$ cat config.mk
export PLATFORM = sky130hd
export DESIGN_NAME = rv_int_core
export DESIGN_NICKNAME = d
export VERILOG_FILES = /design/src/verilog/rv_int_pkg.sv /design/src/verilog/rv_int_core.sv /design/src/verilog/writeback_select.sv /design/src/verilog/shift_logic_unit.sv /design/src/verilog/arith_unit.sv /design/src/verilog/reg_file.sv /design/src/verilog/insn_decode.sv /design/src/verilog/insn_queue.sv
export SDC_FILE = /design/constraint.sdc
export NUM_CORES = 2
export LEC_CHECK = 0
export BUFFER_PORTS_ARGS = -buffer_cell sky130_fd_sc_hd__buf_2
export CAP_MARGIN = 15
export CORE_ASPECT_RATIO = 1.2
export CORE_MARGIN = 3
export CORE_UTILIZATION = 30
export CTS_CLUSTER_SIZE = 12
export DETAILED_ROUTE_END_ITERATION = 8
export SYNTH_ARGS = -nofsm -noshare
export SYNTH_HDL_FRONTEND = slang
export SYNTH_SLANG_ARGS = --single-unit
$ cat constraint.sdc
create_clock -name clk -period 49.5 [get_ports clk]
set_input_delay 0 -clock clk [delete_from_list [all_inputs] [get_ports clk]]
set_output_delay 0 -clock clk [all_outputs]
set_load 0.01 [all_outputs]
$ cat src/verilog/rv_int_pkg.sv
`default_nettype none

package rv_int_pkg;

  // RV32 register and instruction width
  localparam int xlen = 32;
  localparam int num_regs = 32;

  typedef logic [xlen-1:0] word_t;
  typedef logic [4:0] reg_idx_t;
  typedef logic [6:0] opcode_t;
  typedef logic [2:0] funct3_t;
  typedef logic [6:0] funct7_t;
  typedef logic [3:0] exec_op_t;

  // major opcodes kept by this core
  localparam opcode_t op_lui = 7'b01_101_11;
  localparam opcode_t op_reg_imm = 7'b00_100_11;
  localparam opcode_t op_reg_reg = 7'b01_100_11;

  // funct3, shared by the immediate and register groups
  localparam funct3_t funct3_add = 3'b000;
  localparam funct3_t funct3_sll = 3'b001;
  localparam funct3_t funct3_slt = 3'b010;
  localparam funct3_t funct3_sltu = 3'b011;
  localparam funct3_t funct3_xor = 3'b100;
  localparam funct3_t funct3_srl = 3'b101;
  localparam funct3_t funct3_or = 3'b110;
  localparam funct3_t funct3_and = 3'b111;

  // alt selects sub and sra
  localparam funct7_t funct7_base = 7'b0000000;
  localparam funct7_t funct7_alt = 7'b0100000;

  // execute operations
  localparam exec_op_t exec_add = 4'd0;
  localparam exec_op_t exec_sub = 4'd1;
  localparam exec_op_t exec_slt = 4'd2;
  localparam exec_op_t exec_sltu = 4'd3;
  localparam exec_op_t exec_lui = 4'd4;
  localparam exec_op_t exec_sll = 4'd5;
  localparam exec_op_t exec_srl = 4'd6;
  localparam exec_op_t exec_sra = 4'd7;
  localparam exec_op_t exec_xor = 4'd8;
  localparam exec_op_t exec_or = 4'd9;
  localparam exec_op_t exec_and = 4'd10;

  // sender credits after reset, equal to the queue depth
  localparam int credit_depth = 2;

endpackage

`default_nettype wire
$ cat src/verilog/rv_int_core.sv
`timescale 1ns/1ns
`default_nettype none

module rv_int_core
  import rv_int_pkg::*;
(
  input  wire        clk,
  input  wire        rst,
  input  wire        insn_valid,
  input  wire word_t insn,
  output logic       insn_credit,
  output logic       retire_valid,
  output reg_idx_t   retire_rd,
  output word_t      retire_data,
  output logic       halt
);

  // queue to decode
  logic head_valid;
  word_t head_insn;
  logic pop;

  // register file ports
  reg_idx_t rs1;
  reg_idx_t rs2;
  reg_idx_t rd;
  word_t rs1_data;
  word_t rs2_data;
  logic we;
  word_t wb_data;

  // execute
  word_t operand_a;
  word_t operand_b;
  exec_op_t op;
  logic use_shift_logic;
  logic issue_legal;
  logic issue_illegal;
  word_t arith_result;
  word_t shift_logic_result;

  insn_queue u_queue (
    .clk(clk),
    .rst(rst),
    .insn_valid(insn_valid),
    .insn(insn),
    .halt(halt),
    .head_valid(head_valid),
    .head_insn(head_insn),
    .pop(pop),
    .insn_credit(insn_credit)
  );

  insn_decode u_decode (
    .head_valid(head_valid),
    .head_insn(head_insn),
    .pop(pop),
    .rs1_data(rs1_data),
    .rs2_data(rs2_data),
    .rs1(rs1),
    .rs2(rs2),
    .rd(rd),
    .operand_a(operand_a),
    .operand_b(operand_b),
    .op(op),
    .use_shift_logic(use_shift_logic),
    .issue_legal(issue_legal),
    .issue_illegal(issue_illegal)
  );

  reg_file u_regs (
    .clk(clk),
    .rst(rst),
    .we(we),
    .rd(rd),
    .rd_data(wb_data),
    .rs1(rs1),
    .rs2(rs2),
    .rs1_data(rs1_data),
    .rs2_data(rs2_data)
  );

  arith_unit u_arith (
    .operand_a(operand_a),
    .operand_b(operand_b),
    .op(op),
    .arith_result(arith_result)
  );

  shift_logic_unit u_shift_logic (
    .operand_a(operand_a),
    .operand_b(operand_b),
    .op(op),
    .shift_logic_result(shift_logic_result)
  );

  writeback_select u_writeback (
    .clk(clk),
    .rst(rst),
    .issue_legal(issue_legal),
    .issue_illegal(issue_illegal),
    .use_shift_logic(use_shift_logic),
    .rd(rd),
    .arith_result(arith_result),
    .shift_logic_result(shift_logic_result),
    .we(we),
    .wb_data(wb_data),
    .retire_valid(retire_valid),
    .retire_rd(retire_rd),
    .retire_data(retire_data),
    .halt(halt)
  );

endmodule

`default_nettype wire

$ cat src/verilog/writeback_select.sv
`timescale 1ns/1ns
`default_nettype none

module writeback_select
  import rv_int_pkg::*;
(
  input  wire           clk,
  input  wire           rst,
  input  wire           issue_legal,
  input  wire           issue_illegal,
  input  wire           use_shift_logic,
  input  wire reg_idx_t rd,
  input  wire word_t    arith_result,
  input  wire word_t    shift_logic_result,
  output logic          we,
  output word_t         wb_data,
  output logic          retire_valid,
  output reg_idx_t      retire_rd,
  output word_t         retire_data,
  output logic          halt
);

  // register write happens at the issue edge
  assign wb_data = use_shift_logic ? shift_logic_result : arith_result;
  assign we = issue_legal;

  always_ff @(posedge clk or posedge rst) begin
    if (rst) begin
      retire_valid <= 1'b0;
      halt <= 1'b0;
    end else begin
      retire_valid <= issue_legal;
      // sticky until reset
      if (issue_illegal) begin
        halt <= 1'b1;
      end
    end
  end

  always_ff @(posedge clk) begin
    if (issue_legal) begin
      retire_rd <= rd;
      retire_data <= wb_data;
    end
  end

endmodule

`default_nettype wire

$ cat src/verilog/shift_logic_unit.sv
`timescale 1ns/1ns
`default_nettype none

module shift_logic_unit
  import rv_int_pkg::*;
(
  input  wire word_t    operand_a,
  input  wire word_t    operand_b,
  input  wire exec_op_t op,
  output word_t         shift_logic_result
);

  logic [4:0] shamt;
  word_t sra_value;

  // only the low five bits count
  assign shamt = operand_b[4:0];

  // arithmetic shift keeps the sign
  assign sra_value = word_t'($signed(operand_a) >>> shamt);

  always_comb begin
    case (op)
      exec_sll: shift_logic_result = operand_a << shamt;
      exec_srl: shift_logic_result = operand_a >> shamt;
      exec_sra: shift_logic_result = sra_value;
      exec_xor: shift_logic_result = operand_a ^ operand_b;
      exec_or: shift_logic_result = operand_a | operand_b;
      exec_and: shift_logic_result = operand_a & operand_b;
      default: shift_logic_result = '0;
    endcase
  end

endmodule

`default_nettype wire

$ cat src/verilog/arith_unit.sv
`timescale 1ns/1ns
`default_nettype none

module arith_unit
  import rv_int_pkg::*;
(
  input  wire word_t    operand_a,
  input  wire word_t    operand_b,
  input  wire exec_op_t op,
  output word_t         arith_result
);

  logic subtract;
  word_t b_in;
  logic [xlen:0] sum_ext;
  logic lt_signed;
  logic lt_unsigned;

  // sub and both compares use a - b
  assign subtract = op inside {exec_sub, exec_slt, exec_sltu};
  assign b_in = subtract ? ~operand_b : operand_b;
  assign sum_ext = {1'b0, operand_a} + {1'b0, b_in} + {{xlen{1'b0}}, subtract};

  // no carry out of a - b means a < b unsigned
  assign lt_unsigned = !sum_ext[xlen];
  // sign of the difference, unless the operand signs differ
  assign lt_signed = (operand_a[xlen-1] != operand_b[xlen-1]) ? operand_a[xlen-1]
                                                              : sum_ext[xlen-1];

  always_comb begin
    case (op)
      exec_slt: arith_result = {{(xlen-1){1'b0}}, lt_signed};
      exec_sltu: arith_result = {{(xlen-1){1'b0}}, lt_unsigned};
      exec_lui: arith_result = operand_b;
      default: arith_result = sum_ext[xlen-1:0];
    endcase
  end

endmodule

`default_nettype wire

$ cat src/verilog/reg_file.sv
`timescale 1ns/1ns
`default_nettype none

module reg_file
  import rv_int_pkg::*;
(
  input  wire           clk,
  input  wire           rst,
  input  wire           we,
  input  wire reg_idx_t rd,
  input  wire word_t    rd_data,
  input  wire reg_idx_t rs1,
  input  wire reg_idx_t rs2,
  output word_t         rs1_data,
  output word_t         rs2_data
);

  word_t regs [num_regs];

  assign rs1_data = regs[rs1];
  assign rs2_data = regs[rs2];

  always_ff @(posedge clk or posedge rst) begin
    if (rst) begin
      for (int i = 0; i < num_regs; i++) begin
        regs[i] <= '0;
      end
    end else if (we && (rd != '0)) begin
      // x0 stays zero
      regs[rd] <= rd_data;
    end
  end

endmodule

`default_nettype wire

$ cat src/verilog/insn_decode.sv
`timescale 1ns/1ns
`default_nettype none

module insn_decode
  import rv_int_pkg::*;
(
  input  wire        head_valid,
  input  wire word_t head_insn,
  input  wire        pop,
  input  wire word_t rs1_data,
  input  wire word_t rs2_data,
  output reg_idx_t   rs1,
  output reg_idx_t   rs2,
  output reg_idx_t   rd,
  output word_t      operand_a,
  output word_t      operand_b,
  output exec_op_t   op,
  output logic       use_shift_logic,
  output logic       issue_legal,
  output logic       issue_illegal
);

  opcode_t opcode;
  funct3_t funct3;
  funct7_t funct7;
  word_t imm_i;
  word_t imm_u;
  exec_op_t alu_op;
  logic is_lui;
  logic is_reg_imm;
  logic is_reg_reg;
  logic f7_alt;
  logic f7_checked;
  logic f7_ok;
  logic known;
  logic issue;

  // R/I field split
  assign opcode = head_insn[6:0];
  assign rd = head_insn[11:7];
  assign funct3 = head_insn[14:12];
  assign rs1 = head_insn[19:15];
  assign rs2 = head_insn[24:20];
  assign funct7 = head_insn[31:25];

  assign imm_i = {{20{head_insn[31]}}, head_insn[31:20]};
  assign imm_u = {head_insn[31:12], 12'b0};

  assign is_lui = (opcode == op_lui);
  assign is_reg_imm = (opcode == op_reg_imm);
  assign is_reg_reg = (opcode == op_reg_reg);

  // funct7 only matters for register ops and immediate shifts
  assign f7_alt = (funct7 == funct7_alt);
  assign f7_checked = is_reg_reg || (funct3 == funct3_sll) || (funct3 == funct3_srl);
  assign f7_ok = !f7_checked || (funct7 == funct7_base) ||
                 (f7_alt && ((funct3 == funct3_srl) || (is_reg_reg && funct3 == funct3_add)));

  always_comb begin
    case (funct3)
      funct3_add: alu_op = (is_reg_reg && f7_alt) ? exec_sub : exec_add;
      funct3_sll: alu_op = exec_sll;
      funct3_slt: alu_op = exec_slt;
      funct3_sltu: alu_op = exec_sltu;
      funct3_xor: alu_op = exec_xor;
      funct3_srl: alu_op = f7_alt ? exec_sra : exec_srl;
      funct3_or: alu_op = exec_or;
      default: alu_op = exec_and;
    endcase
  end

  assign op = is_lui ? exec_lui : alu_op;
  assign use_shift_logic = op inside {exec_sll, exec_srl, exec_sra, exec_xor, exec_or, exec_and};

  assign operand_a = rs1_data;
  assign operand_b = is_lui ? imm_u : (is_reg_reg ? rs2_data : imm_i);

  // anything outside the kept set stops the core
  assign known = is_lui || ((is_reg_imm || is_reg_reg) && f7_ok);
  assign issue = pop && head_valid;
  assign issue_legal = issue && known;
  assign issue_illegal = issue && !known;

endmodule

`default_nettype wire

$ cat src/verilog/insn_queue.sv
`timescale 1ns/1ns
`default_nettype none

module insn_queue
  import rv_int_pkg::*;
(
  input  wire        clk,
  input  wire        rst,
  input  wire        insn_valid,
  input  wire word_t insn,
  input  wire        halt,
  output logic       head_valid,
  output word_t      head_insn,
  output logic       pop,
  output logic       insn_credit
);

  word_t slots [credit_depth];

  // depth is a power of two, so the pointers wrap on their own
  logic [$clog2(credit_depth)-1:0] wr_ptr;
  logic [$clog2(credit_depth)-1:0] rd_ptr;
  logic [$clog2(credit_depth+1)-1:0] count;

  assign head_valid = (count != 0);
  assign head_insn = slots[rd_ptr];

  // no issue once the core has stopped
  assign pop = head_valid && !halt;

  always_ff @(posedge clk) begin
    if (insn_valid) begin
      slots[wr_ptr] <= insn;
    end
  end

  always_ff @(posedge clk or posedge rst) begin
    if (rst) begin
      wr_ptr <= '0;
      rd_ptr <= '0;
      count <= '0;
      insn_credit <= 1'b0;
    end else begin
      if (insn_valid) begin
        wr_ptr <= wr_ptr + 1'b1;
      end
      if (pop) begin
        rd_ptr <= rd_ptr + 1'b1;
      end
      case ({insn_valid, pop})
        2'b10: count <= count + 1'b1;
        2'b01: count <= count - 1'b1;
        default: count <= count;
      endcase
      // one credit back per popped slot
      insn_credit <= pop;
    end
  end

endmodule

`default_nettype wire

==> results by stage <==
Outcome:
- The run finished with clean final reports.

Route:
- The total routed wirelength is 290000 um.
- Using the TritonRoute via totals, the vias-per-cell ratio works out to 6.08.
- After the first detailed-routing iteration, the DRC count stood at 7839.
- The routed wire length per instance is 30.1 um.
- The length of routed wiring on met1 is 113000 um.
- Signal routing reaches up to met5.
- The detailed route wirelength on metal2 is 127000 um.
- Detailed routing inserted a total of 58666 vias.
- After detailed routing, the number of remaining DRC violations is 0.
- In the detailed route, the total length drawn on met3 is 28900 um.
- The first detailed-routing pass took 8 iterations.
- The count of nets left with antenna violations once routing finished came out at 0.

Clock network:
- The deepest level of the CTS H-tree is 3.
- The TritonCTS buffer count is 116.
- After clock tree synthesis, the clock-pin slew on the worst setup and hold paths is 0.07 ns.
- The clock tree root driver cell is clkbuf_16.
- The number of sinks driven by the clock tree is 1132.
- The count of cells resized by post-cts repair is 0.
- The number of setup buffers added after CTS is 0.
- At the later pin of the worst-skew pair, clock insertion delay measures 0.82 ns.
- No sink is reached through more buffers than the 3 on the longest clock path.
- TritonCTS built the clock tree.

Logic synthesis:
- After synthesis, the cell types taking the most area are dfrtp_1, mux4_2, nand2_1, o21ai_0, mux2_2.
- The most frequently used flop master after synthesis is dfrtp_1.
- After technology mapping, the gate count stands at 6787.
- Sorting the synthesized cells by how often they occur yields nand2_1, dfrtp_1, o21ai_0.
- Of the post-synthesis cell area, the dominant cell type holds 37.9%.
- Summing the areas of all compound-gate instances in the mapped netlist gives 16.6% of the synthesized area.
- Summing the areas of all xor and xnor instances in the mapped netlist gives 0.835% of the synthesized area.
- The count of state elements after synthesis is 1132.
- Sequential cells were found to cover 42.3% of the synthesized design area.
- The dominant combinational cell family by area after synthesis is multiplexers.
- The adder and majority gate portion of the synthesized area is 1.81%.
- The number of nets in the synthesized netlist is 6920.
- The cell taking the most area after synthesis is dfrtp_1.
- After synthesis, the share of cell area in mux cells is 21.6%.
- During synthesis, Yosys emitted a total of 0 warnings.
- The synthesized design contains 101 enable-type register cells.
- The post-synthesis simple-gate area fraction is 11.7%.
- The fraction of registers with async set or reset after synthesis is 91.1%.
- The post-synthesis cell area is 68200 sq um.
- The average instance area after synthesis is 10.0 sq um.
- The most instantiated library cell after synthesis is nand2_1.
- Synthesis instantiated 108 different standard cells from the library.

Placement:
- Routability-driven placement finished with a final weighted congestion of 0.992.
- The total of buffers placed on input and output ports is 74.
- After detailed placement, the total cell area comes to 71400 sq um.
- The wire-length estimate of the detail-placed layout is 181000 um.

Floorplan:
- The chip width is 441 um.
- The core region is 226000 sq um.
- Row generation in the floorplan step produced 191 rows.
- The area enclosed by the die boundary is 233000 sq um.
- The height of the die is 528 um.
- During I/O placement, the number of pins put on the boundary was 75.
- The initial utilization of the core area, before any placement, comes to 30.2%.

Critical path:
- By instance count, the cell type seen most on the critical path is o21ai_0.
- The kind of critical path is register to register.
- Walking the worst path, the cells encountered are mux2_8 -> buf_4 -> buf_4 -> buf_4 -> mux4_2 -> nand2_1 -> and3_1 -> a311oi_1 -> a31oi_1 -> a211oi_1 -> xor2_1 -> ha_1 -> o21ai_0 -> nand2b_1 -> o311a_1 -> a22oi_1 -> o21ai_0 -> a31oi_1 -> o21ai_0 -> o21ai_0 -> xnor2_1 -> a221oi_1 -> a2bb2oi_4 -> o21ai_0.
- STA classifies the critical path startpoint as a register.
- At the worst endpoint, the arrival time is 10.17 ns.
- In this design, the stage delay of the slowest critical-path cell is 0.86 ns.
- In this run the worst path has a maximum fanout of 58.
- The dominant delay contributor by cell family on the critical path is compound AO/OA/AOI/OAI gates.
- The critical path contains buffers and inverters numbering 3 combined.
- The worst-path cell with the longest stage delay is edfxtp_1.
- At the worst endpoint, the required time is 50.12 ns.
- The kind of capture point of the worst setup path is a register.

Power and ir drop:
- Summed over all cells, the static leakage comes to 31.5 nW.
- In this run the power density over the cells is 61.2 nW/um^2.
- The peak supply drop is 0.0452 mV.

STA:
- The max-slew violation count came to 0.
- The share of the clock period used by the worst path after layout is 19.3%.
- Subtracting the final worst setup slack from the clock period gives 9.55 ns.
- The total negative setup slack is 0 ns.
- The number of endpoints with negative hold slack in the final report is 0.
- The relative max-transition margin is 14.1%.
- Setup repair after global routing left no endpoint under its margin.
- The slew at the pin closest to its max-slew limit is 1.28 ns.
- The top achievable clock speed is 105 MHz.
- The count of endpoints failing setup in the final report is 0.
- On the final layout, the worst clock skew is 0.0764 ns.

Finish:
- The fraction of layout cells with a size suffix above 1 is 19.7%.
- The sequential cell area is 28800 sq um.
- For this run, the post-layout net count is 6711.
- The area growth from synthesis to layout is 11.3%.
- After filler insertion, the fill cell instance count of the layout stands at 22738.
- The area of the multi-input gates is 36400 sq um.
- The post-route cell area is 75800 sq um.

GRT:
- The number of global-route vias before repair came to 57183.
- The number of antenna violations at the first check in global routing is 12.
- Across every metal layer, demand over resource in global routing totals 24.3%.
- The leftover overflow at the end of global routing is 0.
- The pin count of the biggest net entering global routing is 112.
- The wire length of the first global-routing pass is 416000 um.

Min path:
- In this run the worst hold path is classified as input port to register.

Flow run:
- The tool flagged a number of max-cap violations equal to 0.
==> area by class of cell <==
type                    instances  area share (%)
well taps                    2991            4.93
flip-flops and latches       1132            38.0
inverters                     120           0.609
clock inverters                26           0.502
diodes                          4          0.0132
repair buffers                345            3.48
multi-input cells            4863            48.0
clock buffers                 174            4.41
==> worst min-delay path, stage by stage <==
cell	delay (ns)
dlygate4sd3_1	0.54
buf_2	0.13
inv_1	0.10
ha_1	0.18
xnor2_1	0.07
==> stage by stage <==
step	instances	hold slack (ns)	total power (W)	setup WS [ns]	util [%]
floorplan	6787	0.0910	0.00261	20.49	-
global placement	9382	0.194	0.00368	39.89	31.6
detailed placement	9382	0.199	0.00367	39.97	31.6
CTS	9650	0.232	0.00456	39.91	33.6
global route	9652	0.303	0.00479	39.28	33.6
finish	9655	0.258	0.00464	39.95	33.6
==> timing repair <==
action	in CTS	in global routing
hold endpoints to repair	206	0
hold buffers	68	0
setup endpoints to repair	0	0
==> cells by family after synthesis <==
family | count (synthesis)
AO/OA/AOI/OAI | 1812
XOR/XNOR | 65
adder cells (fa/ha/maj) | 98
buffers and inverters | 792
flip-flops | 1132
multiplexers | 957
AND/OR/NAND/NOR | 1931
==> final timing paths <==
kind                                       from                end  slack (ns)  cells past startpoint
hold / removal                       insn_valid   u_queue.count[0]        0.26                      5
hold reg to reg               u_regs.regs[1022]  u_regs.regs[1022]        0.41                      0
setup reg to reg           u_queue.slots[1][20]   u_regs.regs[222]       39.95                     24
min in group asynchronous                   rst   u_regs.regs[724]        0.50                      4
setup / recovery           u_queue.slots[1][20]   u_regs.regs[222]       39.95                     24
max in group asynchronous                   rst   u_regs.regs[683]       44.86                      8
==> power breakdown <==
group          total, W  internal, W  switching, W
combinational   0.00278     0.000744       0.00204
clock          0.000883     0.000483      0.000400
sequential     0.000980     0.000965     0.0000152
total           0.00464      0.00219       0.00245
==> cells in the final DEF, fill, tap and decap left out, drive strengths merged, types with 14 or more instances in the layout <==
cell type	count
nand3	153
dlygate4sd3	68
buf	276
o2111ai	21
a21o	46
mux2i	223
edfxtp	101
a22o	14
ha	97
nand4	22
a221oi	42
o31ai	67
and3	45
o22ai	70
a211oi	40
dfrtp	1031
nor2	282
a22oi	52
a31oi	78
mux2	360
clkinv	18
o211ai	86
o21ai	863
o221ai	38
nand2	1258
mux4	374
a311oi	35
xnor2	48
and2	15
nand2b	15
clkbuf	175
nor3	87
a21oi	188
xor2	17
o21bai	20
inv	124
==> per-layer routing <==
| metal | vias to the layer above | global-route usage, % |
|---|---|---|
| met5 | - | 0 |
| met4 | 6 | 15.2 |
| met3 | 997 | 5.00 |
| met1 | 29547 | 31.8 |
| met2 | 3694 | 36.7 |
| li1 | 24422 | - |
==> registers in the layout, indices dropped and copies added, names as in the netlist <==
| name | count |
|---|---|
| u_queue.insn_credit | 1 |
| u_queue.rd_ptr | 1 |
| u_writeback.retire_valid | 1 |
| u_writeback.halt | 1 |
| u_queue.slots | 64 |
| u_writeback.retire_data | 32 |
| u_regs.regs | 1024 |
| u_writeback.retire_rd | 5 |
| u_queue.count | 2 |
| u_queue.wr_ptr | 1 |
(Power assumes the default switching activity.)
